===== config.mk =====
export PLATFORM = sky130hd
export DESIGN_NAME = lane_ctrl_top
export DESIGN_NICKNAME = d
export VERILOG_FILES = /design/src/common/lane_ctrl_pkg.sv /design/src/cld/cld_param_exchange.sv /design/src/training/os_handshake_counter.sv /design/src/rtl/link_state_fsm.sv /design/src/rtl/lane_ctrl_top.sv
export VERILOG_INCLUDE_DIRS = /design/src /design/src/common
export SDC_FILE = /design/constraint.sdc
export NUM_CORES = 1
export LEC_CHECK = 0
export ABC_AREA = 1
export BUFFER_PORTS_ARGS = -buffer_cell sky130_fd_sc_hd__buf_2
export CAP_MARGIN = 20
export CORE_MARGIN = 1
export CORE_UTILIZATION = 40
export DETAILED_ROUTE_END_ITERATION = 8
export PLACE_DENSITY = 0.71
export RECOVER_POWER = 25
export SETUP_SLACK_MARGIN = 0.4
export SKIP_CTS_REPAIR_TIMING = 1
export SYNTH_ARGS = -nofsm -noshare
export SYNTH_HDL_FRONTEND = slang
export SYNTH_SLANG_ARGS = --single-unit

===== constraint.sdc =====
create_clock -name fsm_clk -period 3.3 [get_ports fsm_clk]
set_clock_uncertainty 0.1 [all_clocks]
set_input_delay 0.495 -clock fsm_clk [delete_from_list [all_inputs] [get_ports fsm_clk]]
set_output_delay 0.495 -clock fsm_clk [all_outputs]
set_load 0.05 [all_outputs]

===== src/common/lane_ctrl_macros.svh =====
`ifndef LANE_CTRL_MACROS_SVH
`define LANE_CTRL_MACROS_SVH

////////////////////////////////////////////////////////////////////////
// configuration space
////////////////////////////////////////////////////////////////////////

`define LC_CFG_ADDR_W       8
`define LC_CFG_DATA_W       32
`define LC_CFG_CABLE_ADDR   8'd18     // cable property word
`define LC_USB4_ID          8'h40     // cable id in bits 7:0
`define LC_CABLE_GEN4_BIT   21
`define LC_CABLE_GEN3_BIT   20

////////////////////////////////////////////////////////////////////////
// sideband transactions
////////////////////////////////////////////////////////////////////////

`define LC_PAYLOAD_W        24
`define LC_PEER_GEN4_BIT    18        // inside the AT response payload
`define LC_PEER_GEN3_BIT    13
`define LC_TSEL_W           3
`define LC_TSEL_IDLE        3'd0
`define LC_TSEL_AT_REQ      3'd2

// width of the sent ordered set counter
`define LC_CNT_W            6

`endif


===== src/common/lane_ctrl_pkg.sv =====
package lane_ctrl_pkg;

  `include "lane_ctrl_macros.svh"

  typedef enum logic [3:0] {
    DISABLED              = 4'd0,
    CLD_CABLE_PROP        = 4'd1,
    CLD_DET_DEVICE        = 4'd2,
    CLD_PARAMETERS_1      = 4'd3,
    CLD_PARAMETERS_2      = 4'd4,
    CLD_CLK_SWITCH        = 4'd5,
    TRAINING_GEN4_TS1     = 4'd6,
    TRAINING_GEN4_TS2     = 4'd7,
    TRAINING_GEN4_TS3     = 4'd8,
    TRAINING_GEN4_TS4     = 4'd9,
    TRAINING_GEN2_3_SLOS1 = 4'd10,
    TRAINING_GEN2_3_SLOS2 = 4'd11,
    TRAINING_GEN2_3_TS1   = 4'd12,
    TRAINING_GEN2_3_TS2   = 4'd13,
    CL0                   = 4'd14
  } link_state_e;

  typedef enum logic [1:0] {GEN4 = 2'd0, GEN3 = 2'd1, GEN2 = 2'd2} gen_e;

  typedef enum logic [3:0] {
    SLOS1   = 4'd0,
    SLOS2   = 4'd1,
    G23_TS1 = 4'd2,
    G23_TS2 = 4'd3,
    G4_TS1  = 4'd4,
    G4_TS2  = 4'd5,
    G4_TS3  = 4'd6,
    G4_TS4  = 4'd7,
    DATA    = 4'd8,
    ZEROS   = 4'd9
  } os_code_e;

  typedef struct packed {
    os_code_e lane1;
    os_code_e lane0;
  } os_rx_t;

  typedef struct packed {
    logic [`LC_CFG_ADDR_W-1:0] addr;
    logic                      read;
  } cfg_req_t;

  typedef struct packed {
    os_code_e              os;          // sent and expected on both lanes
    logic [`LC_CNT_W-1:0]  sent_target;
    logic [1:0]            rx_target;   // per lane
    logic                  wait_sym;    // step also ends on a new symbol
  } train_step_t;

  // ordered set targets of every training step
  function automatic train_step_t train_step_of(link_state_e st, gen_e gen);
    train_step_t s;
    s = '{ZEROS, `LC_CNT_W'(0), 2'd0, 1'b0};
    case (st)
      TRAINING_GEN4_TS1:     s = '{G4_TS1, `LC_CNT_W'(16), 2'd1, 1'b0};
      TRAINING_GEN4_TS2:     s = '{G4_TS2, `LC_CNT_W'(16), 2'd1, 1'b0};
      TRAINING_GEN4_TS3:     s = '{G4_TS3, `LC_CNT_W'(16), 2'd1, 1'b0};
      TRAINING_GEN4_TS4:     s = '{G4_TS4, `LC_CNT_W'(16), 2'd1, 1'b1};
      TRAINING_GEN2_3_SLOS1: s = '{SLOS1, `LC_CNT_W'(2), 2'd2, 1'b0};
      TRAINING_GEN2_3_SLOS2: s = '{SLOS2, `LC_CNT_W'(2), 2'd2, 1'b0};
      TRAINING_GEN2_3_TS1:
        s = '{G23_TS1, (gen == GEN2) ? `LC_CNT_W'(32) : `LC_CNT_W'(16), 2'd2, 1'b0};
      TRAINING_GEN2_3_TS2:
        s = '{G23_TS2, (gen == GEN2) ? `LC_CNT_W'(16) : `LC_CNT_W'(8), 2'd2, 1'b1};
      default: ;
    endcase
    return s;
  endfunction

endpackage


===== src/cld/cld_param_exchange.sv =====
`timescale 1ns/1ps

`include "lane_ctrl_macros.svh"

module cld_param_exchange
  import lane_ctrl_pkg::*;
(
  input  logic                      fsm_clk,
  input  logic                      reset_n,
  input  link_state_e               state_i,
  input  logic [`LC_CFG_DATA_W-1:0] cfg_data_i,
  input  logic                      t_valid_i,
  input  logic                      trans_error_i,
  input  logic [`LC_PAYLOAD_W-1:0]  payload_i,
  input  logic                      sync_busy_i,
  output cfg_req_t                  cfg_req_o,
  output logic [`LC_TSEL_W-1:0]     trans_sel_o,
  output logic                      disconnect_sbtx_o,
  output logic                      cable_ok_o,
  output gen_e                      gen_speed_o,
  output logic                      at_resp_ok_o
);

  gen_e cable_gen;
  gen_e peer_gen;
  logic req_pending;
  logic req_issue;

  // highest supported generation from two capability bits
  function automatic gen_e gen_from_caps(logic g4, logic g3);
    return g4 ? GEN4 : (g3 ? GEN3 : GEN2);
  endfunction

  //////////////////////////////////////////////////////////////////////
  // cable properties
  //////////////////////////////////////////////////////////////////////

  assign cfg_req_o.addr = (state_i == CLD_CABLE_PROP) ? `LC_CFG_CABLE_ADDR : '0;
  assign cfg_req_o.read = (state_i == CLD_CABLE_PROP);

  always_ff @(posedge fsm_clk or negedge reset_n)
  begin
    if (!reset_n)
    begin
      cable_ok_o <= 1'b0;
      cable_gen  <= GEN4;
    end
    else if (state_i == DISABLED)
    begin
      cable_ok_o <= 1'b0;
      cable_gen  <= GEN4;
    end
    else if (state_i == CLD_CABLE_PROP)
    begin
      cable_ok_o <= (cfg_data_i[7:0] == `LC_USB4_ID);
      cable_gen  <= gen_from_caps(cfg_data_i[`LC_CABLE_GEN4_BIT], cfg_data_i[`LC_CABLE_GEN3_BIT]);
    end
  end

  //////////////////////////////////////////////////////////////////////
  // AT parameter request and response
  //////////////////////////////////////////////////////////////////////

  assign at_resp_ok_o = t_valid_i && !trans_error_i;
  assign req_issue    = (state_i == CLD_PARAMETERS_1) && req_pending && !sync_busy_i;

  always_ff @(posedge fsm_clk or negedge reset_n)
  begin
    if (!reset_n)
    begin
      req_pending <= 1'b1;
      trans_sel_o <= `LC_TSEL_IDLE;
      peer_gen    <= GEN4;
    end
    else
    begin
      if (state_i != CLD_PARAMETERS_1)
        req_pending <= 1'b1;                                   // armed for the next entry
      else if (req_issue)
        req_pending <= 1'b0;
      else if (trans_error_i)
        req_pending <= 1'b1;                                   // ask again
      trans_sel_o <= req_issue ? `LC_TSEL_AT_REQ : `LC_TSEL_IDLE;

      if (state_i == DISABLED)
        peer_gen <= GEN4;
      else if (state_i == CLD_PARAMETERS_1 && at_resp_ok_o)
        peer_gen <= gen_from_caps(payload_i[`LC_PEER_GEN4_BIT], payload_i[`LC_PEER_GEN3_BIT]);
    end
  end

  // slower generation has the larger code
  assign gen_speed_o       = (cable_gen > peer_gen) ? cable_gen : peer_gen;
  assign disconnect_sbtx_o = (state_i == DISABLED) || (state_i == CLD_CABLE_PROP);

  a_at_req_single: assert property (@(posedge fsm_clk) disable iff (!reset_n)
    (trans_sel_o == `LC_TSEL_AT_REQ) |=> (trans_sel_o != `LC_TSEL_AT_REQ));

endmodule


===== src/training/os_handshake_counter.sv =====
`timescale 1ns/1ps

`include "lane_ctrl_macros.svh"

module os_handshake_counter
  import lane_ctrl_pkg::*;
(
  input  logic        fsm_clk,
  input  logic        reset_n,
  input  link_state_e state_i,
  input  gen_e        gen_speed_i,
  input  logic        step_clr_i,
  input  logic        os_sent_i,
  input  os_rx_t      os_rx_i,
  output logic        step_done_o
);

  train_step_t          step;
  logic [`LC_CNT_W-1:0] sent_cnt;
  logic [1:0]           rx_cnt [2];
  os_code_e             lane_os [2];

  assign step       = train_step_of(state_i, gen_speed_i);
  assign lane_os[0] = os_rx_i.lane0;
  assign lane_os[1] = os_rx_i.lane1;

  //////////////////////////////////////////////////////////////////////
  // sent and received counts
  //////////////////////////////////////////////////////////////////////

  always_ff @(posedge fsm_clk or negedge reset_n)
  begin
    if (!reset_n)
      sent_cnt <= '0;
    else if (step_clr_i)
      sent_cnt <= '0;                                          // new step starts from zero
    else if (os_sent_i && sent_cnt < step.sent_target)
      sent_cnt <= sent_cnt + 1'b1;
  end

  for (genvar i = 0; i < 2; i++)
  begin : g_lane
    always_ff @(posedge fsm_clk or negedge reset_n)
    begin
      if (!reset_n)
        rx_cnt[i] <= 2'd0;
      else if (step_clr_i)
        rx_cnt[i] <= 2'd0;
      else if (lane_os[i] == step.os && rx_cnt[i] < step.rx_target)
        rx_cnt[i] <= rx_cnt[i] + 2'd1;                         // only the step's own os counts
    end
  end

  assign step_done_o = (sent_cnt == step.sent_target)
                    && (rx_cnt[0] == step.rx_target)
                    && (rx_cnt[1] == step.rx_target);

  // holds only if the FSM clears on every step change
  a_cnt_bounded: assert property (@(posedge fsm_clk) disable iff (!reset_n)
    (sent_cnt <= step.sent_target) && (rx_cnt[0] <= step.rx_target)
      && (rx_cnt[1] <= step.rx_target));

endmodule


===== src/rtl/link_state_fsm.sv =====
`timescale 1ns/1ps

module link_state_fsm
  import lane_ctrl_pkg::*;
(
  input  logic        fsm_clk,
  input  logic        reset_n,
  input  logic        lane_disable_i,
  input  logic        disconnect_sbrx_i,
  input  logic        tdisabled_min_i,
  input  logic        ttraining_error_timeout_i,
  input  logic        host_i,
  input  logic        new_sym_i,
  input  logic        trans_sent_i,
  input  logic        cable_ok_i,
  input  logic        at_resp_ok_i,
  input  logic        step_done_i,
  input  gen_e        gen_speed_i,
  output link_state_e state_o,
  output logic        step_clr_o,
  output os_code_e    d_sel_o,
  output logic        fsm_disabled_o,
  output logic        fsm_training_o,
  output logic        ts1_gen4_o,
  output logic        ts2_gen4_o
);

  link_state_e state_q;
  link_state_e next_state;
  train_step_t cur_step;
  logic        step_end;
  logic        in_training;
  logic        past_det;

  assign cur_step    = train_step_of(state_q, gen_speed_i);
  assign step_end    = step_done_i && (!cur_step.wait_sym || new_sym_i);
  assign in_training = (state_q >= TRAINING_GEN4_TS1) && (state_q <= TRAINING_GEN2_3_TS2);
  assign past_det    = (state_q >= CLD_PARAMETERS_1) && (state_q <= CL0);

  always_ff @(posedge fsm_clk or negedge reset_n)
  begin
    if (!reset_n)
      state_q <= DISABLED;
    else
      state_q <= next_state;
  end

  //////////////////////////////////////////////////////////////////////
  // next state
  //////////////////////////////////////////////////////////////////////

  always_comb
  begin
    next_state = state_q;
    case (state_q)
      DISABLED:         if (tdisabled_min_i) next_state = CLD_CABLE_PROP;  // min time in DISABLED
      CLD_CABLE_PROP:   if (cable_ok_i) next_state = CLD_DET_DEVICE;
      CLD_DET_DEVICE:
        if (!disconnect_sbrx_i)
          next_state = host_i ? CLD_PARAMETERS_1 : CLD_PARAMETERS_2;
      CLD_PARAMETERS_1:                                         // AT response back
        if (at_resp_ok_i)
          next_state = host_i ? CLD_PARAMETERS_2 : CLD_CLK_SWITCH;
      CLD_PARAMETERS_2:                                         // our AT response out
        if (trans_sent_i)
          next_state = host_i ? CLD_CLK_SWITCH : CLD_PARAMETERS_1;
      CLD_CLK_SWITCH:
        if (new_sym_i)
          next_state = (gen_speed_i == GEN4) ? TRAINING_GEN4_TS1 : TRAINING_GEN2_3_SLOS1;
      TRAINING_GEN4_TS1, TRAINING_GEN4_TS2, TRAINING_GEN4_TS3,
      TRAINING_GEN2_3_SLOS1, TRAINING_GEN2_3_SLOS2, TRAINING_GEN2_3_TS1:
        if (step_end)
          next_state = link_state_e'(state_q + 4'd1);           // steps are numbered in order
      TRAINING_GEN4_TS4, TRAINING_GEN2_3_TS2:
        if (step_end)
          next_state = CL0;
      CL0:              next_state = CL0;
      default:          next_state = DISABLED;
    endcase

    // fallbacks, lowest priority first
    if (in_training && ttraining_error_timeout_i)
      next_state = CLD_PARAMETERS_1;
    if (past_det && disconnect_sbrx_i)
      next_state = CLD_DET_DEVICE;
    if (lane_disable_i)
      next_state = DISABLED;
  end

  assign step_clr_o = (next_state != state_q);
  assign state_o    = state_q;

  //////////////////////////////////////////////////////////////////////
  // lane select and status
  //////////////////////////////////////////////////////////////////////

  always_ff @(posedge fsm_clk or negedge reset_n)
  begin
    if (!reset_n)
    begin
      d_sel_o        <= ZEROS;
      fsm_disabled_o <= 1'b1;
      fsm_training_o <= 1'b0;
      ts1_gen4_o     <= 1'b0;
      ts2_gen4_o     <= 1'b0;
    end
    else
    begin
      // data goes out as soon as CL0 is decided
      d_sel_o        <= (state_q == CL0 || next_state == CL0) ? DATA : cur_step.os;
      fsm_disabled_o <= (state_q == DISABLED);
      fsm_training_o <= in_training;
      ts1_gen4_o     <= (state_q == TRAINING_GEN4_TS1);
      ts2_gen4_o     <= (state_q == TRAINING_GEN4_TS2);
    end
  end

  a_state_legal: assert property (@(posedge fsm_clk) disable iff (!reset_n)
    state_q <= CL0);

  // a clear strobe is always followed by a new state
  a_clr_moves: assert property (@(posedge fsm_clk) disable iff (!reset_n)
    step_clr_o |=> !$stable(state_q));

endmodule


===== src/rtl/lane_ctrl_top.sv =====
`timescale 1ns/1ps

`include "lane_ctrl_macros.svh"

module lane_ctrl_top
  import lane_ctrl_pkg::*;
(
  input  logic                      fsm_clk,
  input  logic                      reset_n,
  input  os_rx_t                    os_rx_i,
  input  logic                      os_sent_i,
  input  logic                      new_sym_i,
  input  logic                      host_i,
  input  logic                      lane_disable_i,
  input  logic                      disconnect_sbrx_i,
  input  logic                      tdisabled_min_i,
  input  logic                      ttraining_error_timeout_i,
  input  logic                      t_valid_i,
  input  logic                      trans_error_i,
  input  logic                      trans_sent_i,
  input  logic [`LC_PAYLOAD_W-1:0]  payload_i,
  input  logic                      sync_busy_i,
  input  logic [`LC_CFG_DATA_W-1:0] cfg_data_i,
  output cfg_req_t                  cfg_req_o,
  output logic [`LC_TSEL_W-1:0]     trans_sel_o,
  output logic                      disconnect_sbtx_o,
  output os_code_e                  d_sel_o,
  output gen_e                      gen_speed_o,
  output link_state_e               fsm_state_o,
  output logic                      fsm_disabled_o,
  output logic                      fsm_training_o,
  output logic                      ts1_gen4_o,
  output logic                      ts2_gen4_o
);

  link_state_e state;
  logic        step_clr;
  logic        cable_ok;
  logic        at_resp_ok;
  logic        step_done;

  link_state_fsm u_fsm (
    .fsm_clk, .reset_n, .lane_disable_i, .disconnect_sbrx_i, .tdisabled_min_i,
    .ttraining_error_timeout_i, .host_i, .new_sym_i, .trans_sent_i,
    .cable_ok_i(cable_ok), .at_resp_ok_i(at_resp_ok), .step_done_i(step_done),
    .gen_speed_i(gen_speed_o), .state_o(state), .step_clr_o(step_clr), .d_sel_o,
    .fsm_disabled_o, .fsm_training_o, .ts1_gen4_o, .ts2_gen4_o
  );

  cld_param_exchange u_cld (
    .fsm_clk, .reset_n, .state_i(state), .cfg_data_i, .t_valid_i, .trans_error_i,
    .payload_i, .sync_busy_i, .cfg_req_o, .trans_sel_o, .disconnect_sbtx_o,
    .cable_ok_o(cable_ok), .gen_speed_o, .at_resp_ok_o(at_resp_ok)
  );

  os_handshake_counter u_cnt (
    .fsm_clk, .reset_n, .state_i(state), .gen_speed_i(gen_speed_o),
    .step_clr_i(step_clr), .os_sent_i, .os_rx_i, .step_done_o(step_done)
  );

  assign fsm_state_o = state;

endmodule


After elaboration in Yosys (flattened, before gate mapping) --
Index checks and enable logic that the tools add are counted.
Operators by class: reduce and logical (&&, ||, !) cells 30, $add $sub $neg 4, eq/ne operators 24, magnitude comparators 8, mux-type cells 42
Operators with widths (count):
- $pmux W13 S8 | 1
- $mux W4 | 13
- $pmux W4 S9 | 1
- $eq A4 B4 Y1 const B | 8
- $mux W2 | 14
- $mux W6 | 3
- $eq A4 B3 Y1 const B | 4
- $logic_and A1 B1 Y1 | 14
- $mux W5 | 2
- $reduce_bool A2 Y1 | 5
- $eq A4 B2 Y1 const B | 2
- $eq A4 B4 Y1 | 2
- $eq A8 B7 Y1 const B | 1
- $le A4 B4 Y1 const B | 2
- $add A6 B1 Y6 const B | 1
- $eq A6 B6 Y1 | 1
- $lt A6 B6 Y1 | 1
- $mux W1 | 6
- $mux W3 | 2
- $reduce_or A6 Y1 | 1
- $add A2 B1 Y2 const B | 2
- $add A4 B1 Y4 const B | 1
- $eq A2 B2 Y1 | 2
- $eq A4 B1 Y1 const B | 1
- 13 further kinds | 18
Storage, ports and cells: register bits 31

Logic depth before layout (Yosys ltp) --
Gate-level depths: netlist of the first run.
depth after elaboration 17, mapped depth 29

Modules after synthesis --
Synthesis of the first run repeated with hierarchy kept, for this count alone.
Second synthesis, totals: cell total of the unflattened synthesis 419, area, all modules 2680.1 um^2
Modules (own cells, without submodules):
- link_state_fsm | area each 1174.9 um^2, cells each 195, sequential area each 304.0 um^2, times used 1
- os_handshake_counter | area each 939.7 um^2, cells each 145, sequential area each 250.2 um^2, times used 1
- cld_param_exchange | area each 565.5 um^2, cells each 79, sequential area each 176.4 um^2, times used 1

Least setup slack after synthesis of the first run --
Ideal clock, no wire load.
kind reg-to-reg, from register u_fsm.state_q[1] (netlist: u_fsm.state_o[1]), to register u_cnt.rx_cnt[0] (netlist name), setup time 0.073 ns, slack -0.291 ns, clock period less this slack 3.591 ns, data required time 3.127 ns, cell stages (with the launch flop) 27, arrival time 3.418 ns, cells stage by stage dfrtp_1 -> buf_4 -> inv_1 -> ha_1 -> o21a_1 -> nor2_4 -> inv_1 -> ha_1 -> inv_1 -> nor2_1 -> nand3_1 -> nor2_1 -> nand2_1 -> ha_1 -> inv_1 -> nor2_1 -> nor2_1 -> nand3_1 -> nor2_1 -> nand2_1 -> nand2_1 -> nand2_1 -> nand2_1 -> nand2_1 -> nor2_2 -> nand3_4 -> nor2_1
Between the ends: word-level cells in the longest chain between the ends 13
Ends and longest elaborated chain:
- start, declared | RTL line link_state_fsm.sv:28 | link_state_e state_q;
- start signal, assigned | RTL line link_state_fsm.sv:45 | state_q <= next_state;
- $eq A4 B4 Y1 or $eq A4 B3 Y1 (tied branches) | RTL line lane_ctrl_pkg.sv:59, link_state_fsm.sv:55
- $pmux W13 S8 | RTL line lane_ctrl_pkg.sv:59 | case (st)
- $eq A6 B6 Y1 or $eq A2 B2 Y1 (tied branches) | RTL line os_handshake_counter.sv:54, os_handshake_counter.sv:55
- $logic_and A1 B1 Y1 | RTL line os_handshake_counter.sv:55 | && (rx_cnt[0] == step.rx_target)
- $logic_and A1 B1 Y1 | RTL line os_handshake_counter.sv:56 | && (rx_cnt[1] == step.rx_target);
- $logic_and A1 B1 Y1 | RTL line link_state_fsm.sv:36 | assign step_end = step_done_i && (!cur_step.wait_sym || new_sym_i);
- $mux W4, on equally long branches | RTL line link_state_fsm.sv:75, link_state_fsm.sv:72
- $pmux W4 S9 | RTL line link_state_fsm.sv:55 | case (state_q)
- $mux W4 | RTL line link_state_fsm.sv:82 | if (in_training && ttraining_error_timeout_i)
- $mux W4 | RTL line link_state_fsm.sv:84 | if (past_det && disconnect_sbrx_i)
- $mux W4 | RTL line link_state_fsm.sv:86 | if (lane_disable_i)
- $ne A4 B4 Y1 | RTL line link_state_fsm.sv:90 | assign step_clr_o = (next_state != state_q);
- $mux W2 or $reduce_bool A2 Y1 (tied branches)
- end signal, assigned by index | RTL line os_handshake_counter.sv:50 | rx_cnt[i] <= rx_cnt[i] + 2'd1;
- end, declared | RTL line os_handshake_counter.sv:20 | logic [1:0] rx_cnt [2];
Parallel ways exist; a longest one is shown, timed or not. A chain may end at the register's enable or synchronous reset.

Worst setup path after layout of the first run --
from register u_fsm.state_q[0] (netlist: u_fsm.state_o[0]), to register u_cnt.rx_cnt[2] (netlist name)
Same word-level chain as after synthesis.

==> run metrics, run 1 <==
unrepaired setup endpoints after global routing yes; DRT antenna net count 0; via/cell ratio 4.73; worst path bufs/invs 3; hold wc startpoint sync_busy_i; Ports 104; endpoints failing setup 12; pwr dens 243 nW/um^2; worst-skew pair later-pin latency 270 ps; die area 6630 um^2; CTS tree built; final max-slew violation count 30; Hold Crit Endpoint u_cld.trans_sel_o[1]$_DFF_PN0_; vias in the first global route 2358; area of the mapped netlist 2520 um^2; final worst-path setup slack -273 ps; leading area contributor after synthesis dfrtp_1; CP required 3410 ps; final hold vios 0; failing checks capacitance limit, slew limit, setup timing; #FFs+latches synth 29; reg2reg path depth 25; largest net degree at the start of global routing 30; DR pass1 iterations 5; Fillers 552; CTS Root Cell clkbuf_8; wirelength, routed 6.90 mm; final net count 570; TritonCTS Buffers 5; HPWL after detailed placement 4.94 mm; Syn. warnings 0; row count 28; Post-route DRC 0; RR Startpoint u_fsm.state_o[0]$_DFF_PN0_; drt wl/cell 12.5 um; detailed router's first-iteration violation count 165; post-route cell area 3560 um^2; via count 2600; Syn Area/Cell 6.77 um^2; post-route minimum period 3570 ps; CP Class reg -> reg; Die X-Extent 81.4 um; Die Y 81.4 um; largest cells by area after synthesis dfrtp_1, nand2_1, ha_1; Slew headroom -0.0942; share of layout cells above drive strength 1 0.402; Sink Count 29; first-pass GRT wire length 10.4 mm; CP top delay family simple AND/OR/NAND/NOR gates; CP endpoint kind flop; cell mode on critical path nand2_1; placed cell area 3120 um^2; startpoint types flop; Pleak 2.02 nW; Worst path slowest cell dfrtp_2; area fraction of the dominant cell type after synthesis 0.248; crit-path max FO 6; CTS H-Tree Depth 2; Total Routing Usage GR 0.201; Initial Util 0.421; core area 5990 um^2; reg2reg end u_cnt.rx_cnt[2]$_DFFE_PN0P_; Mapped Cells 373; Fmax 280 MHz; Worst Tran Pin Value 1640 ps; hold path depth 2; Synth cell types 33; max incr delay on CP 490 ps; Area Overhead vs Synth 41.0%; period utilization 1.08; aggregate global routing overflow 0; CTS max path bufs 2; WHS 288 ps; Worst R2R Setup Slack -270 ps; initial antenna violation count 0; maximum vdd drop 0.244 mV; Worst-path clk slew 60 ps; ant diodes 0; sequential area share after synthesis 0.290; Min-Delay Path Class in -> reg; routability cong. 0.914; status finished with violations; Port Buffers 51; Core Util, Final 0.594; Post-Place Worst Slack -213 ps; CP arrival 3680 ps; total of max-cap violations 1
==> layout make-up <==
class | count | area (um^2) | area share
multi-input cells | 273 | 1740 | 0.489
flip-flops and latches | 29 | 733 | 0.206
repair buffers | 101 | 652 | 0.183
inverters | 65 | 254 | 0.0714
well taps | 75 | 93.8 | 0.0264
clock buffers | 7 | 86.3 | 0.0243
==> layer usage <==
metal,wire length [um],global-route usage
met1,3150,0.284
met5,0,0
met2,3340,0.333
met4,44,0.0411
met3,366,0.0200
==> per-stage QoR <==
| step | TNS, ps | power [mW] | cells |
|---|---|---|---|
| 4_1_cts | -2440 | 0.852 | 542 |
| 3_3_place_gp | -1630 | 0.547 | 535 |
| 5_1_grt | -5070 | 0.906 | 550 |
| 6_report | -2380 | 0.865 | 550 |
| 3_5_place_dp | -2160 | 0.548 | 535 |
| 2_1_floorplan | -711 | 0.493 | 380 |
==> synthesized netlist by cell type <==
library cell and number:
a21oi_1 9, a31oi_1 2, buf_4 11, buf_6 3, conb_1 1, dfrtp_1 25
dfstp_2 4, ha_1 18, inv_1 60, inv_2 3, inv_4 2, nand2_1 85
nand2_2 8, nand2_4 1, nand3_1 28, nand3_4 1, nand3b_1 1, nand4_1 5
nor2_1 57, nor2_2 4, nor2_4 2, nor3_1 3, nor3_2 1, nor3_4 1
nor4_1 2, o211ai_1 1, o21a_1 3, o21ai_0 14, o21ai_1 2, o21bai_1 1
o41ai_1 1, xnor2_1 5, xor2_1 9
==> cell families after synthesis <==
group,synth area share
flip-flops,0.290
AND/OR/NAND/NOR,0.353
adder cells (fa/ha/maj),0.0892
buffers and inverters,0.145
other,0.00149
AO/OA/AOI/OAI,0.0729
XOR/XNOR,0.0486
==> report_power, final <==
part,internal [mW],switching [mW],total [mW]
Combinational,0.0671,0.136,0.204
Sequential,0.360,0.00510,0.365
Clock,0.165,0.131,0.296
==> layout by cell type, fill, tap and decap left out, types with 4 or more instances in the layout <==
cell,Yosys,final
buf_4,11,44
dfrtp_1,25,23
nor2_4,2,6
buf_2,0,50
nand2_2,8,19
dfstp_2,4,4
nor2_2,4,16
nand3_2,0,5
buf_6,3,6
a21oi_1,9,9
conb_1,1,8
nand4_1,5,5
clkbuf_8,0,6
xor2_1,9,9
inv_2,3,10
ha_1,18,8
xnor2_1,5,5
nand3_4,1,4
inv_4,2,4
o21ai_0,14,14
nand2_1,85,73
ha_4,0,8
inv_1,60,51
nand3_1,28,21
nor2_1,57,41
==> worst max-delay path by stage <==
| stage | from | slack [ps] | end | cells past startpoint |
|---|---|---|---|---|
| finish | u_fsm.state_o[0]$_DFF_PN0_ | -270 | u_cnt.rx_cnt[2]$_DFFE_PN0P_ | 25 |
| global route | u_fsm.state_o[1]$_DFF_PN0_ | -480 | u_cnt.rx_cnt[2]$_DFFE_PN0P_ | 26 |
| CTS | u_cld.cable_gen[1]$_DFFE_PN0P_ | -240 | u_cnt.sent_cnt[2]$_DFFE_PN0P_ | 28 |
| detailed placement | u_cld.cable_gen[1]$_DFFE_PN0P_ | -210 | u_cnt.rx_cnt[2]$_DFFE_PN0P_ | 28 |
| global placement | u_cld.cable_gen[1]$_DFFE_PN0P_ | -170 | u_cnt.rx_cnt[2]$_DFFE_PN0P_ | 28 |
| floorplan | u_fsm.state_o[0]$_DFF_PN0_ | -70 | u_cnt.rx_cnt[0]$_DFFE_PN0P_ | 26 |
==> state kept, by name, summed over array words and instances, names as in the netlist <==
signal,cells
u_cnt.sent_cnt,6
u_fsm.fsm_disabled_o,1
u_cld.cable_gen,2
u_fsm.state_o,4
u_cld.peer_gen,2
u_cld.trans_sel_o,1
u_cnt.rx_cnt,4
u_cld.cable_ok_o,1
u_fsm.ts2_gen4_o,1
u_fsm.ts1_gen4_o,1
u_fsm.d_sel_o,4
u_cld.req_pending,1
u_fsm.fsm_training_o,1
==> worst register-to-register path, delay by kind of cell (launching register included) <==
family          cells  cell delay, ps
fa+ha+maj           3             630
compound gates      1             220
flops               1             490
buf+inv             3             280
simple gates       18            1810
No activity file was read; power rests on OpenSTA's default activity.
==> run 2, diff against run 1 <==
CORE_UTILIZATION = 44   (was 40)
PLACE_DENSITY = 0.77   (was 0.71)
TNS_END_PERCENT = 30   (was default)
==> run 2 against run 1 <==
Against the previous run: non-clock buffer count did not move; largest power group unchanged; first-iteration DRC count fell by 18%; cell count fell by 0.36%; critical path depth is 4 higher; sequential share of layout area up 0.54 points; hold slack better by 1.1 ps; worst setup slack improved by 20 ps; the run still ends with capacitance limit, slew limit, setup timing left; via count grew 0.81%; count of clock-buffer cells in the layout is 1 lower.
==> run metrics, run 2 (synthesis results as in run 1) <==
Worst Tran Pin Value 1570 ps (-66.6 ps); Ports 104 (unchanged); HPWL after detailed placement 5.01 mm (+1.3%); period utilization 1.08 (-0.00593); maximum vdd drop 0.180 mV (-26%); ant diodes 0 (unchanged); Area Overhead vs Synth 37.4%; TritonCTS Buffers 5 (unchanged); Worst R2R Setup Slack -250 ps (+20 ps); die area 6040 um^2 (-8.9%); status finished with violations; Fillers 474 (-14%); startpoint types flop; Die Y 77.7 um (-4.5%); max incr delay on CP 360 ps (-130 ps); Port Buffers 51 (unchanged); Min-Delay Path Class in -> reg; reg2reg path depth 29 (+16%); reg2reg end u_cnt.sent_cnt[5]$_DFFE_PN0P_; core area 5510 um^2 (-8.1%); Post-route DRC 0 (unchanged); Total Routing Usage GR 0.223 (+0.0221); Largest register FFs 6 (unchanged); worst-skew pair later-pin latency 280 ps (about the same); CP Class reg -> reg; aggregate global routing overflow 0 (unchanged); pwr dens 244 nW/um^2 (+0.39%); placed cell area 3090 um^2 (-0.84%); most common cell after layout, fill and taps aside nand2_1; CP arrival 3670 ps (about the same); placed cell count 529 (-1.1%); Sink Count 29 (unchanged); total of max-cap violations 1 (unchanged); via/cell ratio 4.78 (+1.2%); endpoints failing setup 10 (-2); crit path launch u_cld.cable_gen[1]$_DFFE_PN0P_; DRT antenna net count 0 (unchanged); RR Startpoint u_cld.cable_gen[1]$_DFFE_PN0P_; post-route minimum period 3550 ps (-19.6 ps); initial antenna violation count 0 (unchanged); drt wl/cell 12.5 um (-0.20%); Pleak 2.01 nW (-0.59%); largest net degree at the start of global routing 30 (unchanged); final hold vios 0 (unchanged); CTS Root Cell clkbuf_8; routability cong. 0.941 (+3.0%); CP required 3410 ps (about the same); Die X-Extent 77.7 um (-4.5%); final net count 570 (unchanged); failing checks capacitance limit, slew limit, setup timing; first-pass GRT wire length 10.8 mm (+3.6%); share of layout cells above drive strength 1 0.376 (-0.0261); unrepaired setup endpoints after global routing yes; Post-Layout Cell Count 548 (-0.36%); CP endpoint kind flop; CTS H-Tree Depth 2 (unchanged); crit-path max FO 5 (-1); cell mode on critical path nand2_1; Worst-path clk slew 60 ps (about the same); CTS tree built; final worst-path setup slack -254 ps (+19.6 ps); wirelength, routed 6.86 mm (-0.57%); Worst path slowest cell dfrtp_1; final max-slew violation count 30 (unchanged); DR pass1 iterations 4 (-1); Slew headroom -0.0498 (+0.0444); largest reg by FF count u_cnt.sent_cnt; Fmax 281 MHz (+0.55%); Initial Util 0.458 (+0.0370); post-route cell area 3470 um^2 (-2.6%); row count 27 (-3.6%); most frequent cells in the layout nand2_1, inv_1, buf_2, nor2_1, buf_4; detailed router's first-iteration violation count 136 (-18%); vias in the first global route 2503 (+6.1%); Critical Path Sink u_cnt.sent_cnt[5]$_DFFE_PN0P_; CTS max path bufs 2 (unchanged); WHS 290 ps (+1.14 ps); via count 2621 (+0.81%)
[run 2: cell count changes in the layout (fill, tap and decap cells not counted), sizes merged]
cell    before  now
clkinv       0    2
clkbuf       8    7
[run 2: layout make-up]
| type | count | area, um^2 | share of cell area |
|---|---|---|---|
| inverters | 65 | 249 | 0.0718 |
| repair buffers | 101 | 644 | 0.186 |
| well taps | 72 | 90.1 | 0.0260 |
| flip-flops and latches | 29 | 733 | 0.211 |
| clock inverters | 2 | 10.0 | 0.00289 |
| clock buffers | 6 | 72.6 | 0.0209 |
| multi-input cells | 273 | 1670 | 0.481 |
[run 2: per-stage QoR]
step,setup slack [ps],utilization,power (mW),TNS (ps)
floorplan,-71.1,-,0.493,-711
global placement,-180,0.561,0.543,-1820
detailed placement,-320,0.561,0.546,-3430
CTS,-344,0.576,0.833,-3830
global route,-508,0.630,0.890,-5340
finish,-254,0.630,0.846,-1990
[run 2: critical path: cells and delay by family, from the launching register on]
kind / cells / cell delay [ps]
flip-flops: 1 / 360
AND/OR/NAND/NOR: 22 / 2060
buffers and inverters: 3 / 160
AO/OA/AOI/OAI: 1 / 40
adder cells (fa/ha/maj): 3 / 760
[run 2: layer usage]
metal,global-route usage,wire (um),share of wire,vias to the layer above
li1,-,-,-,1346
met1,0.290,3070,0.45,1188
met2,0.382,3330,0.49,74
met3,0.0306,315,0.046,13
met4,0.0698,139,0.020,0
met5,0,0,0,-
[run 2: how the worst min path moves through the flow]
stage	start	to	slack [ps]	depth (start not counted)
3_5_place_dp	u_cld.req_pending$_DFFE_PN1P_	u_cld.req_pending$_DFFE_PN1P_	410	2
2_1_floorplan	reset_n	u_cld.cable_gen[0]$_DFFE_PN0P_	100	0
6_report	sync_busy_i	u_cld.trans_sel_o[1]$_DFF_PN0_	290	2
3_3_place_gp	u_cld.req_pending$_DFFE_PN1P_	u_cld.trans_sel_o[1]$_DFF_PN0_	400	2
5_1_grt	sync_busy_i	u_cld.trans_sel_o[1]$_DFF_PN0_	290	2
4_1_cts	reset_n	u_fsm.state_o[0]$_DFF_PN0_	170	1
[run 2: power breakdown]
group          switching [mW]  total [mW]  internal, mW  leakage [nW]
Sequential            0.00241       0.362         0.360         0.387
Clock                   0.140       0.285         0.146        0.0450
Combinational           0.136       0.198        0.0621          1.58
Total                   0.278       0.846         0.568          2.01
